$ cat src/design/debug_cpu_pkg.sv
`default_nettype none

package debug_cpu_pkg;

    localparam int WORD_W       = 32;
    localparam int BYTE_W       = 8;
    localparam int NUM_REGS     = 8;
    localparam int REG_AW       = 3;
    localparam int MEM_WORDS    = 16;
    localparam int MEM_AW       = 4;
    localparam int CLKS_PER_BIT = 16;   // Simulation rate, raise for hardware

    // Opcodes, anything above OP_SW behaves as HALT
    localparam logic [3:0] OP_HALT = 4'd0;
    localparam logic [3:0] OP_ADD  = 4'd1;
    localparam logic [3:0] OP_SUB  = 4'd2;
    localparam logic [3:0] OP_ADDI = 4'd3;
    localparam logic [3:0] OP_LW   = 4'd4;
    localparam logic [3:0] OP_SW   = 4'd5;

    localparam logic [BYTE_W-1:0] CMD_WRITE = 8'h57;  // 'W'
    localparam logic [BYTE_W-1:0] CMD_RUN   = 8'h52;  // 'R'
    localparam logic [BYTE_W-1:0] CMD_STEP  = 8'h53;  // 'S'

    typedef union packed {
        struct packed {
            logic [3:0]        opcode;
            logic [REG_AW-1:0] rd;
            logic [REG_AW-1:0] rs;
            logic [REG_AW-1:0] rt;
            logic [18:0]       unused;
        } r;
        struct packed {
            logic [3:0]        opcode;
            logic [REG_AW-1:0] rt;
            logic [REG_AW-1:0] rs;
            logic [5:0]        unused;
            logic [15:0]       imm;
        } i;
    } instr_t;

endpackage

`default_nettype wire

$ cat src/design/cpu_core.sv
`default_nettype none

module cpu_core (
    input  wire                               i_clock,
    input  wire                               i_rst,
    input  wire                               i_step,
    input  wire  debug_cpu_pkg::instr_t       i_instr,
    input  wire  [debug_cpu_pkg::REG_AW-1:0]  i_dump_reg,
    output logic                              o_halted,
    output logic [debug_cpu_pkg::WORD_W-1:0]  o_pc,
    output logic [debug_cpu_pkg::WORD_W-1:0]  o_dump_data
);

    logic [debug_cpu_pkg::WORD_W-1:0] regs [debug_cpu_pkg::NUM_REGS];
    logic [debug_cpu_pkg::WORD_W-1:0] dmem [debug_cpu_pkg::MEM_WORDS];

    logic                             exec;
    logic [debug_cpu_pkg::WORD_W-1:0] rs_val;
    logic [debug_cpu_pkg::WORD_W-1:0] rt_val;
    logic [debug_cpu_pkg::WORD_W-1:0] store_val;
    logic [debug_cpu_pkg::WORD_W-1:0] imm_ext;
    logic [debug_cpu_pkg::WORD_W-1:0] addr_sum;
    logic [debug_cpu_pkg::MEM_AW-1:0] dm_idx;
    logic                             wr_en;
    logic [debug_cpu_pkg::REG_AW-1:0] wr_idx;
    logic [debug_cpu_pkg::WORD_W-1:0] wr_val;
    logic                             dm_we;
    logic                             is_halt;

    assign exec = i_step && !o_halted;

    assign rs_val    = regs[i_instr.r.rs];
    assign rt_val    = regs[i_instr.r.rt];
    assign store_val = regs[i_instr.i.rt];
    assign imm_ext   = {{16{i_instr.i.imm[15]}}, i_instr.i.imm};
    assign addr_sum  = rs_val + imm_ext;
    assign dm_idx    = addr_sum[debug_cpu_pkg::MEM_AW-1:0];  // Wraps in the 16 words

    always_comb begin
        wr_en   = 1'b0;
        wr_idx  = i_instr.i.rt;
        wr_val  = addr_sum;
        dm_we   = 1'b0;
        is_halt = 1'b0;
        case (i_instr.r.opcode)
            debug_cpu_pkg::OP_ADD: begin
                wr_en  = 1'b1;
                wr_idx = i_instr.r.rd;
                wr_val = rs_val + rt_val;
            end
            debug_cpu_pkg::OP_SUB: begin
                wr_en  = 1'b1;
                wr_idx = i_instr.r.rd;
                wr_val = rs_val - rt_val;
            end
            debug_cpu_pkg::OP_ADDI: wr_en = 1'b1;
            debug_cpu_pkg::OP_LW: begin
                wr_en  = 1'b1;
                wr_val = dmem[dm_idx];
            end
            debug_cpu_pkg::OP_SW: dm_we = 1'b1;
            default: is_halt = 1'b1;    // HALT and unused codes
        endcase
    end

    always_ff @(posedge i_clock) begin
        if (i_rst) begin
            o_pc     <= '0;
            o_halted <= 1'b0;
            for (int k = 0; k < debug_cpu_pkg::NUM_REGS; k++) begin
                regs[k] <= '0;
            end
        end else if (exec) begin
            if (is_halt) o_halted <= 1'b1;   // PC stays on the HALT word
            else o_pc <= o_pc + 1'b1;
            if (wr_en && wr_idx != '0) regs[wr_idx] <= wr_val;
        end
    end

    always_ff @(posedge i_clock) begin
        if (exec && dm_we) dmem[dm_idx] <= store_val;
    end

    assign o_dump_data = regs[i_dump_reg];

endmodule

`default_nettype wire

$ cat src/design/debug_cpu_top.sv
`default_nettype none

module debug_cpu_top (
    input  wire   i_clock,
    input  wire   i_rst,
    input  wire   i_rx,
    output logic  o_tx,
    output logic  o_halted,
    output logic  o_busy
);

    logic [debug_cpu_pkg::BYTE_W-1:0] rx_data;
    logic                             rx_done;
    logic [debug_cpu_pkg::BYTE_W-1:0] tx_data;
    logic                             tx_start;
    logic                             tx_done;
    logic                             im_we;
    logic [debug_cpu_pkg::MEM_AW-1:0] im_addr;
    logic [1:0]                       im_byte_sel;
    debug_cpu_pkg::instr_t            instr;
    logic                             cpu_step;
    logic [debug_cpu_pkg::WORD_W-1:0] pc;
    logic [debug_cpu_pkg::REG_AW-1:0] dump_reg;
    logic [debug_cpu_pkg::WORD_W-1:0] dump_data;

    uart_rx uart_rx_1 (.i_clock(i_clock), .i_rst(i_rst), .i_rx(i_rx),
                       .o_data(rx_data), .o_done(rx_done));

    uart_tx uart_tx_1 (.i_clock(i_clock), .i_rst(i_rst), .i_start(tx_start),
                       .i_data(tx_data), .o_tx(o_tx), .o_done(tx_done));

    debug_unit debug_unit_1 (.i_clock(i_clock), .i_rst(i_rst),
                             .i_rx_done(rx_done), .i_tx_done(tx_done),
                             .i_halted(o_halted), .i_rx_data(rx_data),
                             .i_pc(pc), .i_dump_data(dump_data),
                             .o_tx_start(tx_start), .o_im_we(im_we),
                             .o_cpu_step(cpu_step), .o_busy(o_busy),
                             .o_tx_data(tx_data), .o_im_addr(im_addr),
                             .o_im_byte_sel(im_byte_sel), .o_dump_reg(dump_reg));

    instr_mem instr_mem_1 (.i_clock(i_clock), .i_we(im_we), .i_addr(im_addr),
                           .i_fetch_addr(pc[debug_cpu_pkg::MEM_AW-1:0]), // PC low bits
                           .i_byte_sel(im_byte_sel), .i_byte(rx_data), .o_instr(instr));

    cpu_core cpu_core_1 (.i_clock(i_clock), .i_rst(i_rst), .i_step(cpu_step),
                         .i_instr(instr), .i_dump_reg(dump_reg),
                         .o_halted(o_halted), .o_pc(pc), .o_dump_data(dump_data));

endmodule

`default_nettype wire

$ cat src/design/debug_unit.sv
`default_nettype none

module debug_unit (
    input  wire                               i_clock,
    input  wire                               i_rst,
    input  wire                               i_rx_done,
    input  wire                               i_tx_done,
    input  wire                               i_halted,
    input  wire  [debug_cpu_pkg::BYTE_W-1:0]  i_rx_data,
    input  wire  [debug_cpu_pkg::WORD_W-1:0]  i_pc,
    input  wire  [debug_cpu_pkg::WORD_W-1:0]  i_dump_data,
    output logic                              o_tx_start,
    output logic                              o_im_we,
    output logic                              o_cpu_step,
    output logic                              o_busy,
    output logic [debug_cpu_pkg::BYTE_W-1:0]  o_tx_data,
    output logic [debug_cpu_pkg::MEM_AW-1:0]  o_im_addr,
    output logic [1:0]                        o_im_byte_sel,
    output logic [debug_cpu_pkg::REG_AW-1:0]  o_dump_reg
);

    localparam logic [2:0] S_IDLE  = 3'd0;
    localparam logic [2:0] S_ADDR  = 3'd1;
    localparam logic [2:0] S_WBYTE = 3'd2;
    localparam logic [2:0] S_RUN   = 3'd3;
    localparam logic [2:0] S_STEP  = 3'd4;
    localparam logic [2:0] S_DSEND = 3'd5;
    localparam logic [2:0] S_DWAIT = 3'd6;

    logic [2:0]                       state;
    logic [1:0]                       byte_sel;
    logic [debug_cpu_pkg::REG_AW-1:0] dump_idx;   // 0 is the PC, then r1 to r7
    logic [1:0]                       dump_byte;
    logic [debug_cpu_pkg::WORD_W-1:0] dump_word;

    always_ff @(posedge i_clock) begin
        if (i_rst) begin
            state     <= S_IDLE;
            byte_sel  <= '0;
            dump_idx  <= '0;
            dump_byte <= '0;
        end else begin
            case (state)
                S_IDLE: begin
                    dump_idx  <= '0;
                    dump_byte <= '0;
                    if (i_rx_done) begin
                        case (i_rx_data)
                            debug_cpu_pkg::CMD_WRITE: state <= S_ADDR;
                            debug_cpu_pkg::CMD_RUN:   state <= S_RUN;
                            debug_cpu_pkg::CMD_STEP:  state <= S_STEP;
                            default:                  state <= S_IDLE;
                        endcase
                    end
                end
                S_ADDR: begin
                    if (i_rx_done) begin
                        byte_sel <= '0;
                        state    <= S_WBYTE;
                    end
                end
                S_WBYTE: begin
                    if (i_rx_done) begin
                        byte_sel <= byte_sel + 1'b1;
                        if (byte_sel == 2'd3) state <= S_IDLE;
                    end
                end
                S_RUN: begin
                    if (i_halted) state <= S_DSEND;
                end
                S_STEP:  state <= S_DSEND;   // Single enable cycle
                S_DSEND: state <= S_DWAIT;
                S_DWAIT: begin
                    if (i_tx_done) begin
                        if (dump_idx == debug_cpu_pkg::NUM_REGS - 1 && dump_byte == 2'd3) begin
                            state <= S_IDLE;
                        end else begin
                            dump_byte <= dump_byte + 1'b1;
                            if (dump_byte == 2'd3) dump_idx <= dump_idx + 1'b1;
                            state <= S_DSEND;
                        end
                    end
                end
                default: state <= S_IDLE;
            endcase
        end
    end

    always_ff @(posedge i_clock) begin
        if (state == S_ADDR && i_rx_done) begin
            o_im_addr <= i_rx_data[debug_cpu_pkg::MEM_AW-1:0];
        end
    end

    assign dump_word  = (dump_idx == '0) ? i_pc : i_dump_data;
    assign o_tx_data  = dump_word[dump_byte*debug_cpu_pkg::BYTE_W +: debug_cpu_pkg::BYTE_W];
    assign o_dump_reg = dump_idx;
    assign o_tx_start = (state == S_DSEND);

    // Byte goes straight from the receiver into its lane
    assign o_im_we       = (state == S_WBYTE) && i_rx_done;
    assign o_im_byte_sel = byte_sel;

    assign o_cpu_step = (state == S_RUN) || (state == S_STEP);
    assign o_busy     = (state != S_IDLE);

endmodule

`default_nettype wire

$ cat src/design/instr_mem.sv
`default_nettype none

module instr_mem (
    input  wire                               i_clock,
    input  wire                               i_we,
    input  wire  [debug_cpu_pkg::MEM_AW-1:0]  i_addr,
    input  wire  [debug_cpu_pkg::MEM_AW-1:0]  i_fetch_addr,
    input  wire  [1:0]                        i_byte_sel,
    input  wire  [debug_cpu_pkg::BYTE_W-1:0]  i_byte,
    output debug_cpu_pkg::instr_t             o_instr
);

    logic [debug_cpu_pkg::WORD_W-1:0] mem [debug_cpu_pkg::MEM_WORDS];

    // One lane per write, lane 0 is the LSB
    always_ff @(posedge i_clock) begin
        if (i_we) begin
            mem[i_addr][i_byte_sel*debug_cpu_pkg::BYTE_W +: debug_cpu_pkg::BYTE_W] <= i_byte;
        end
    end

    assign o_instr = mem[i_fetch_addr];

endmodule

`default_nettype wire

$ cat src/design/uart_rx.sv
`default_nettype none

module uart_rx (
    input  wire                               i_clock,
    input  wire                               i_rst,
    input  wire                               i_rx,
    output logic [debug_cpu_pkg::BYTE_W-1:0]  o_data,
    output logic                              o_done
);

    localparam logic [1:0] S_IDLE  = 2'd0;
    localparam logic [1:0] S_START = 2'd1;
    localparam logic [1:0] S_DATA  = 2'd2;
    localparam logic [1:0] S_STOP  = 2'd3;

    logic [1:0] state;
    logic       rx_meta;
    logic       rx_sync;
    logic [2:0] bit_cnt;
    logic [$clog2(debug_cpu_pkg::CLKS_PER_BIT)-1:0] tick_cnt;

    // Line idles high
    always_ff @(posedge i_clock) begin
        if (i_rst) begin
            rx_meta <= 1'b1;
            rx_sync <= 1'b1;
        end else begin
            rx_meta <= i_rx;
            rx_sync <= rx_meta;
        end
    end

    always_ff @(posedge i_clock) begin
        if (i_rst) begin
            state    <= S_IDLE;
            tick_cnt <= '0;
            bit_cnt  <= '0;
            o_done   <= 1'b0;
        end else begin
            o_done <= 1'b0;
            case (state)
                S_IDLE: begin
                    tick_cnt <= '0;
                    if (!rx_sync) state <= S_START;
                end
                S_START: begin
                    if (tick_cnt == debug_cpu_pkg::CLKS_PER_BIT / 2 - 1) begin
                        tick_cnt <= '0;
                        bit_cnt  <= '0;
                        state    <= rx_sync ? S_IDLE : S_DATA;  // Glitch check
                    end else begin
                        tick_cnt <= tick_cnt + 1'b1;
                    end
                end
                S_DATA: begin
                    if (tick_cnt == debug_cpu_pkg::CLKS_PER_BIT - 1) begin
                        tick_cnt <= '0;
                        bit_cnt  <= bit_cnt + 1'b1;
                        if (bit_cnt == 3'd7) state <= S_STOP;
                    end else begin
                        tick_cnt <= tick_cnt + 1'b1;
                    end
                end
                default: begin
                    if (tick_cnt == debug_cpu_pkg::CLKS_PER_BIT - 1) begin
                        state  <= S_IDLE;
                        o_done <= rx_sync;  // Framing error gives no tick
                    end else begin
                        tick_cnt <= tick_cnt + 1'b1;
                    end
                end
            endcase
        end
    end

    // LSB arrives first
    always_ff @(posedge i_clock) begin
        if (state == S_DATA && tick_cnt == debug_cpu_pkg::CLKS_PER_BIT - 1) begin
            o_data <= {rx_sync, o_data[debug_cpu_pkg::BYTE_W-1:1]};
        end
    end

endmodule

`default_nettype wire

$ cat src/design/uart_tx.sv
`default_nettype none

module uart_tx (
    input  wire                               i_clock,
    input  wire                               i_rst,
    input  wire                               i_start,
    input  wire  [debug_cpu_pkg::BYTE_W-1:0]  i_data,
    output logic                              o_tx,
    output logic                              o_done
);

    logic [debug_cpu_pkg::BYTE_W+1:0] shift;  // Stop, data, start
    logic                             busy;
    logic [3:0]                       bit_cnt;
    logic [$clog2(debug_cpu_pkg::CLKS_PER_BIT)-1:0] tick_cnt;

    always_ff @(posedge i_clock) begin
        if (i_rst) begin
            shift    <= '1;
            busy     <= 1'b0;
            bit_cnt  <= '0;
            tick_cnt <= '0;
            o_done   <= 1'b0;
        end else begin
            o_done <= 1'b0;
            if (!busy) begin
                if (i_start) begin
                    shift    <= {1'b1, i_data, 1'b0};
                    busy     <= 1'b1;
                    bit_cnt  <= '0;
                    tick_cnt <= '0;
                end
            end else if (tick_cnt == debug_cpu_pkg::CLKS_PER_BIT - 1) begin
                tick_cnt <= '0;
                shift    <= {1'b1, shift[debug_cpu_pkg::BYTE_W+1:1]};  // Refill with idle
                if (bit_cnt == debug_cpu_pkg::BYTE_W + 1) begin
                    busy   <= 1'b0;
                    o_done <= 1'b1;
                end else begin
                    bit_cnt <= bit_cnt + 1'b1;
                end
            end else begin
                tick_cnt <= tick_cnt + 1'b1;
            end
        end
    end

    assign o_tx = shift[0];

endmodule

`default_nettype wire

$ cat config.mk
export PLATFORM = sky130hd
export DESIGN_NAME = debug_cpu_top
export DESIGN_NICKNAME = d
export VERILOG_FILES = /design/src/design/debug_cpu_pkg.sv /design/src/design/cpu_core.sv /design/src/design/debug_cpu_top.sv /design/src/design/debug_unit.sv /design/src/design/instr_mem.sv /design/src/design/uart_rx.sv /design/src/design/uart_tx.sv
export SDC_FILE = /design/constraint.sdc
export NUM_CORES = 2
export LEC_CHECK = 0
export ABC_AREA = 1
export BUFFER_PORTS_ARGS = -buffer_cell sky130_fd_sc_hd__buf_2
export CORE_ASPECT_RATIO = 2
export CORE_UTILIZATION = 25
export DETAILED_ROUTE_END_ITERATION = 6
export PLACE_DENSITY = 0.41
export SYNTH_ARGS = -nofsm -noshare
export SYNTH_HDL_FRONTEND = slang
export SYNTH_SLANG_ARGS = --single-unit
$ cat constraint.sdc
create_clock -name i_clock -period 11.2 [get_ports i_clock]
set_input_delay 0.56 -clock i_clock [delete_from_list [all_inputs] [get_ports i_clock]]
set_output_delay 0.56 -clock i_clock [all_outputs]
set_load 0.01 [all_outputs]
==> flow_metrics.env <==
export IMPL_wl_per_cell_um=28.8
export IMPL_via_per_inst=5.18
export IMPL_critPathLaunchType="flip-flop"
export IMPL_whs_ns=0.285
export IMPL_ant_nets=0
export IMPL_synth_top_family_by_area="compound AO/OA/AOI/OAI gates"
export IMPL_antenna_found_initial=3
export IMPL_drive_gt1_share_pct=7.59
export IMPL_setup_ws_ns=2.21
export IMPL_synth_cell_type_count=67
export IMPL_worstPathArrival_ns=9.61
export IMPL_place_congestion=0.974
export IMPL_synth_adder_area_share_pct=1.83
export IMPL_synth_edf_count=1244
export IMPL_die_w_um=360
export IMPL_period_needed_ns=8.99
export IMPL_setup_viol=0
export IMPL_synth_simple_area_share_pct=14.2
export IMPL_hold_path_class="in -> reg"
export IMPL_grt_overflow=0
export IMPL_slowest_stage="o221ai_1"
export IMPL_synth_compound_area_share_pct=16.4
export IMPL_drc=0
export IMPL_end_kind="flip-flop"
export IMPL_ys_warn_count=0
export IMPL_crit_buf_inv=7
export IMPL_die_area_um2=259000
export IMPL_cts_sinks=1325
export IMPL_required_ns=11.83
export IMPL_ir_drop_mv=0.138
export IMPL_maxSlewViolCount=0
export IMPL_largestRegisters="cpu_core_1.dmem: 512 flops, instr_mem_1.mem: 464 flops, cpu_core_1.regs: 256 flops"
export IMPL_grt_pass1_vias=50500
export IMPL_synthToLayoutAreaGrowth_pct=12.9
export IMPL_async_flop_share_pct=0
export IMPL_critPathMaxFanout=83
export IMPL_nets=6378
export IMPL_stdcell_area_um2=72500
export IMPL_initial_core_util_pct=25.2
export IMPL_routed_wl_um=279000
export IMPL_syn_avg_cell_area_um2=10.1
export IMPL_drt_iter0_markers=3678
export IMPL_synth_ff_type="edfxtp_1"
export IMPL_tritoncts="yes"
export IMPL_place_ws_ns=2.22
export IMPL_grt_pass1_wl_um=387000
export IMPL_largest_reg_flops=512
export IMPL_slew_headroom_pct=2.15
export IMPL_core_um2=255000
export IMPL_powerDensity_nw_per_um2=143
export IMPL_clockBufferDepth=3
export IMPL_path_clk_slew_ns=0.07
export IMPL_grt_max_degree=136
export IMPL_worst_slew_pin_slew_ns=1.45
export IMPL_hpwl_um=199000
export IMPL_grt_use_total_pct=21.0
export IMPL_rsz0062_at_grt="false"
export IMPL_rows=262
export IMPL_final_util_pct=28.4
export IMPL_die_y_um=719
export IMPL_placed_cells=9460
export IMPL_post_route_period_util_pct=80.2
export IMPL_finalHoldViolations=0
export IMPL_vias=50300
export IMPL_clockRootBuffer="clkbuf_16"
export IMPL_leakage_nw=24.5
export IMPL_max_stage_delay_ns=1.13
export IMPL_insertion_delay_ns=0.78
export IMPL_firstDrtPassIters=6
export IMPL_critical_path_top_delay_family="compound AO/OA/AOI/OAI gates"
export IMPL_outcome="finished, final reports clean"
export IMPL_htreeDepth=3
export IMPL_cp_cell_sequence="buf_4 > o21ai_0 > o211ai_1 > nand3_1 > nand2_4 > buf_4 > o21ai_0 > o21ai_0 > inv_1 > o21ai_0 > fa_1 > inv_1 > nor2_1 > inv_4 > buf_4 > o22ai_1 > o21ai_0 > nand4_1 > o221ai_1 > nand2_1 > inv_1"
export IMPL_synth_seq_cells=1325
export IMPL_synth_xor_area_share_pct=1.02
export IMPL_io_buffers=5
export IMPL_ioPinCount=6
export IMPL_cts_resized=0
export IMPL_cts_setup_buffers=0
export IMPL_worstSetupPathType="reg -> reg"
export IMPL_power_mw=10.4
export IMPL_numCtsBuffers=119
export IMPL_skew_ns=0.0685
export IMPL_crit_path_frequent_cell="o21ai_0"
export IMPL_finalNonFillerCells=9696
export IMPL_synth_cells=6340
export IMPL_synthesis_area_um2=64200
export IMPL_setup_tns_ns=0
export IMPL_fmax_ghz=0.111
export IMPL_yosysSeqAreaShare_pct=60.7
export IMPL_largest_register="cpu_core_1.dmem"
export IMPL_cap_violations=0
export IMPL_placed_cell_area_um2=68500
export IMPL_synthMuxAreaShare_pct=0
## report_power, final
part | total (mW) | internal [mW] | switching (mW)
clock | 4.34 | 2.32 | 2.02
combinational | 0.590 | 0.147 | 0.443
sequential | 5.44 | 5.40 | 0.0365
## synthesized netlist by cell type (6+ instances only)
cell | number | area (µm²)
nor2_2 | 6 | 37.5
nor2_1 | 648 | 2430
clkbuf_1 | 236 | 886
a221oi_1 | 56 | 490
a31oi_1 | 21 | 131
xnor2_1 | 23 | 201
o21a_1 | 8 | 60.1
o21ai_1 | 21 | 105
o22a_1 | 18 | 158
buf_1 | 42 | 158
buf_4 | 11 | 82.6
nand2_1 | 902 | 3390
o22ai_1 | 293 | 1830
inv_2 | 21 | 78.8
clkinv_1 | 10 | 37.5
a21oi_1 | 411 | 2060
nor3_1 | 67 | 335
o211ai_1 | 114 | 856
buf_2 | 67 | 335
edfxtp_1 | 1244 | 37400
ha_1 | 91 | 1140
inv_1 | 500 | 1880
o2111ai_1 | 19 | 166
nand4_1 | 41 | 257
o21ai_0 | 663 | 3320
xor2_1 | 52 | 455
nor2_8 | 7 | 140
o221ai_1 | 85 | 744
a22oi_1 | 26 | 195
dfxtp_1 | 81 | 1620
or2_2 | 6 | 37.5
a211oi_1 | 22 | 165
buf_6 | 26 | 293
nand3_2 | 8 | 80.1
nor4_1 | 15 | 93.8
nand3_1 | 421 | 2110
## layer usage
metal  part of all wire, %  wire length [µm]  up-vias  global-route usage, %
met1                    32             90100    25000                   19.7
met5                     0                 0        -                      0
met4                   9.0             25200        0                   16.4
met2                    54            152000     1776                   40.6
met3                   4.3             12100      717                   2.44
li1                      -                 -    22800                      -
## path summary, 6_finish.rpt
| kind | startpoint | depth (start not counted) | slack (ns) | endpoint |
|---|---|---|---|---|
| worst min-delay path | i_rst | 2 | 0.28 | cpu_core_1.o_halted$_SDFFE_PP0P_ |
| worst min register to register | uart_rx_1.o_data[6]$_DFFE_PP_ | 0 | 0.46 | uart_rx_1.o_data[5]$_DFFE_PP_ |
| worst max-delay path | flip-flop | 21 | 2.21 | cpu_core_1.regs[6][20]$_SDFFCE_PN0P_ |
| worst max register to register | flip-flop | 21 | 2.21 | cpu_core_1.regs[6][20]$_SDFFCE_PN0P_ |
## cell usage in the layout (no fill, tap or decap), types with 23 or more instances in the layout
cell type	n
edfxtp_1	1244
inv_1	496
o21ai_0	659
nor3_1	60
o221ai_1	85
clkbuf_1	23
buf_4	162
inv_2	25
xnor2_1	23
ha_1	91
nand3_1	421
a21oi_1	411
clkinv_1	29
a221oi_1	56
conb_1	32
o21ai_1	25
xor2_1	52
clkbuf_16	119
nor2_1	625
o211ai_1	114
nand2_1	888
o22ai_1	293
nand4_1	41
a22oi_1	26
dfxtp_1	75
## worst reg2reg max path, cell delays in order, from the launching register on
cell and delay [ns]:
dfxtp_4 0.79, buf_4 0.72, o21ai_0 0.20, o211ai_1 0.20, nand3_1 0.14, nand2_4 0.54, buf_4 0.84, o21ai_0 0.16
o21ai_0 0.22, inv_1 0.06, o21ai_0 0.53, fa_1 0.61, inv_1 0.18, nor2_1 0.09, inv_4 0.49, buf_4 0.48
o22ai_1 0.13, o21ai_0 0.58, nand4_1 0.53, o221ai_1 1.13, nand2_1 0.12, inv_1 0.11
## timing repair
action | 4_1_cts | 5_1_grt
setup endpoints to repair | 0 | 0
hold buffers | 1 | 0
endpoints found under the hold margin | 1 | 0
## cell families after synthesis
group,after synthesis
AND/OR/NAND/NOR,2145
AO/OA/AOI/OAI,1787
flip-flops,1325
buffers and inverters,914
adder cells (fa/ha/maj),93
XOR/XNOR,75
other,1
## layout make-up
class,count,area [µm²]
inverters,532,2010
diodes,9,22.5
clock inverters,84,951
multi-input cells,4132,22000
repair buffers,172,1350
clock buffers,142,3060
flip-flops and latches,1325,39000
well taps,3300,4130
fillers,26600,183000
Power figures use the tool's default switching activity.
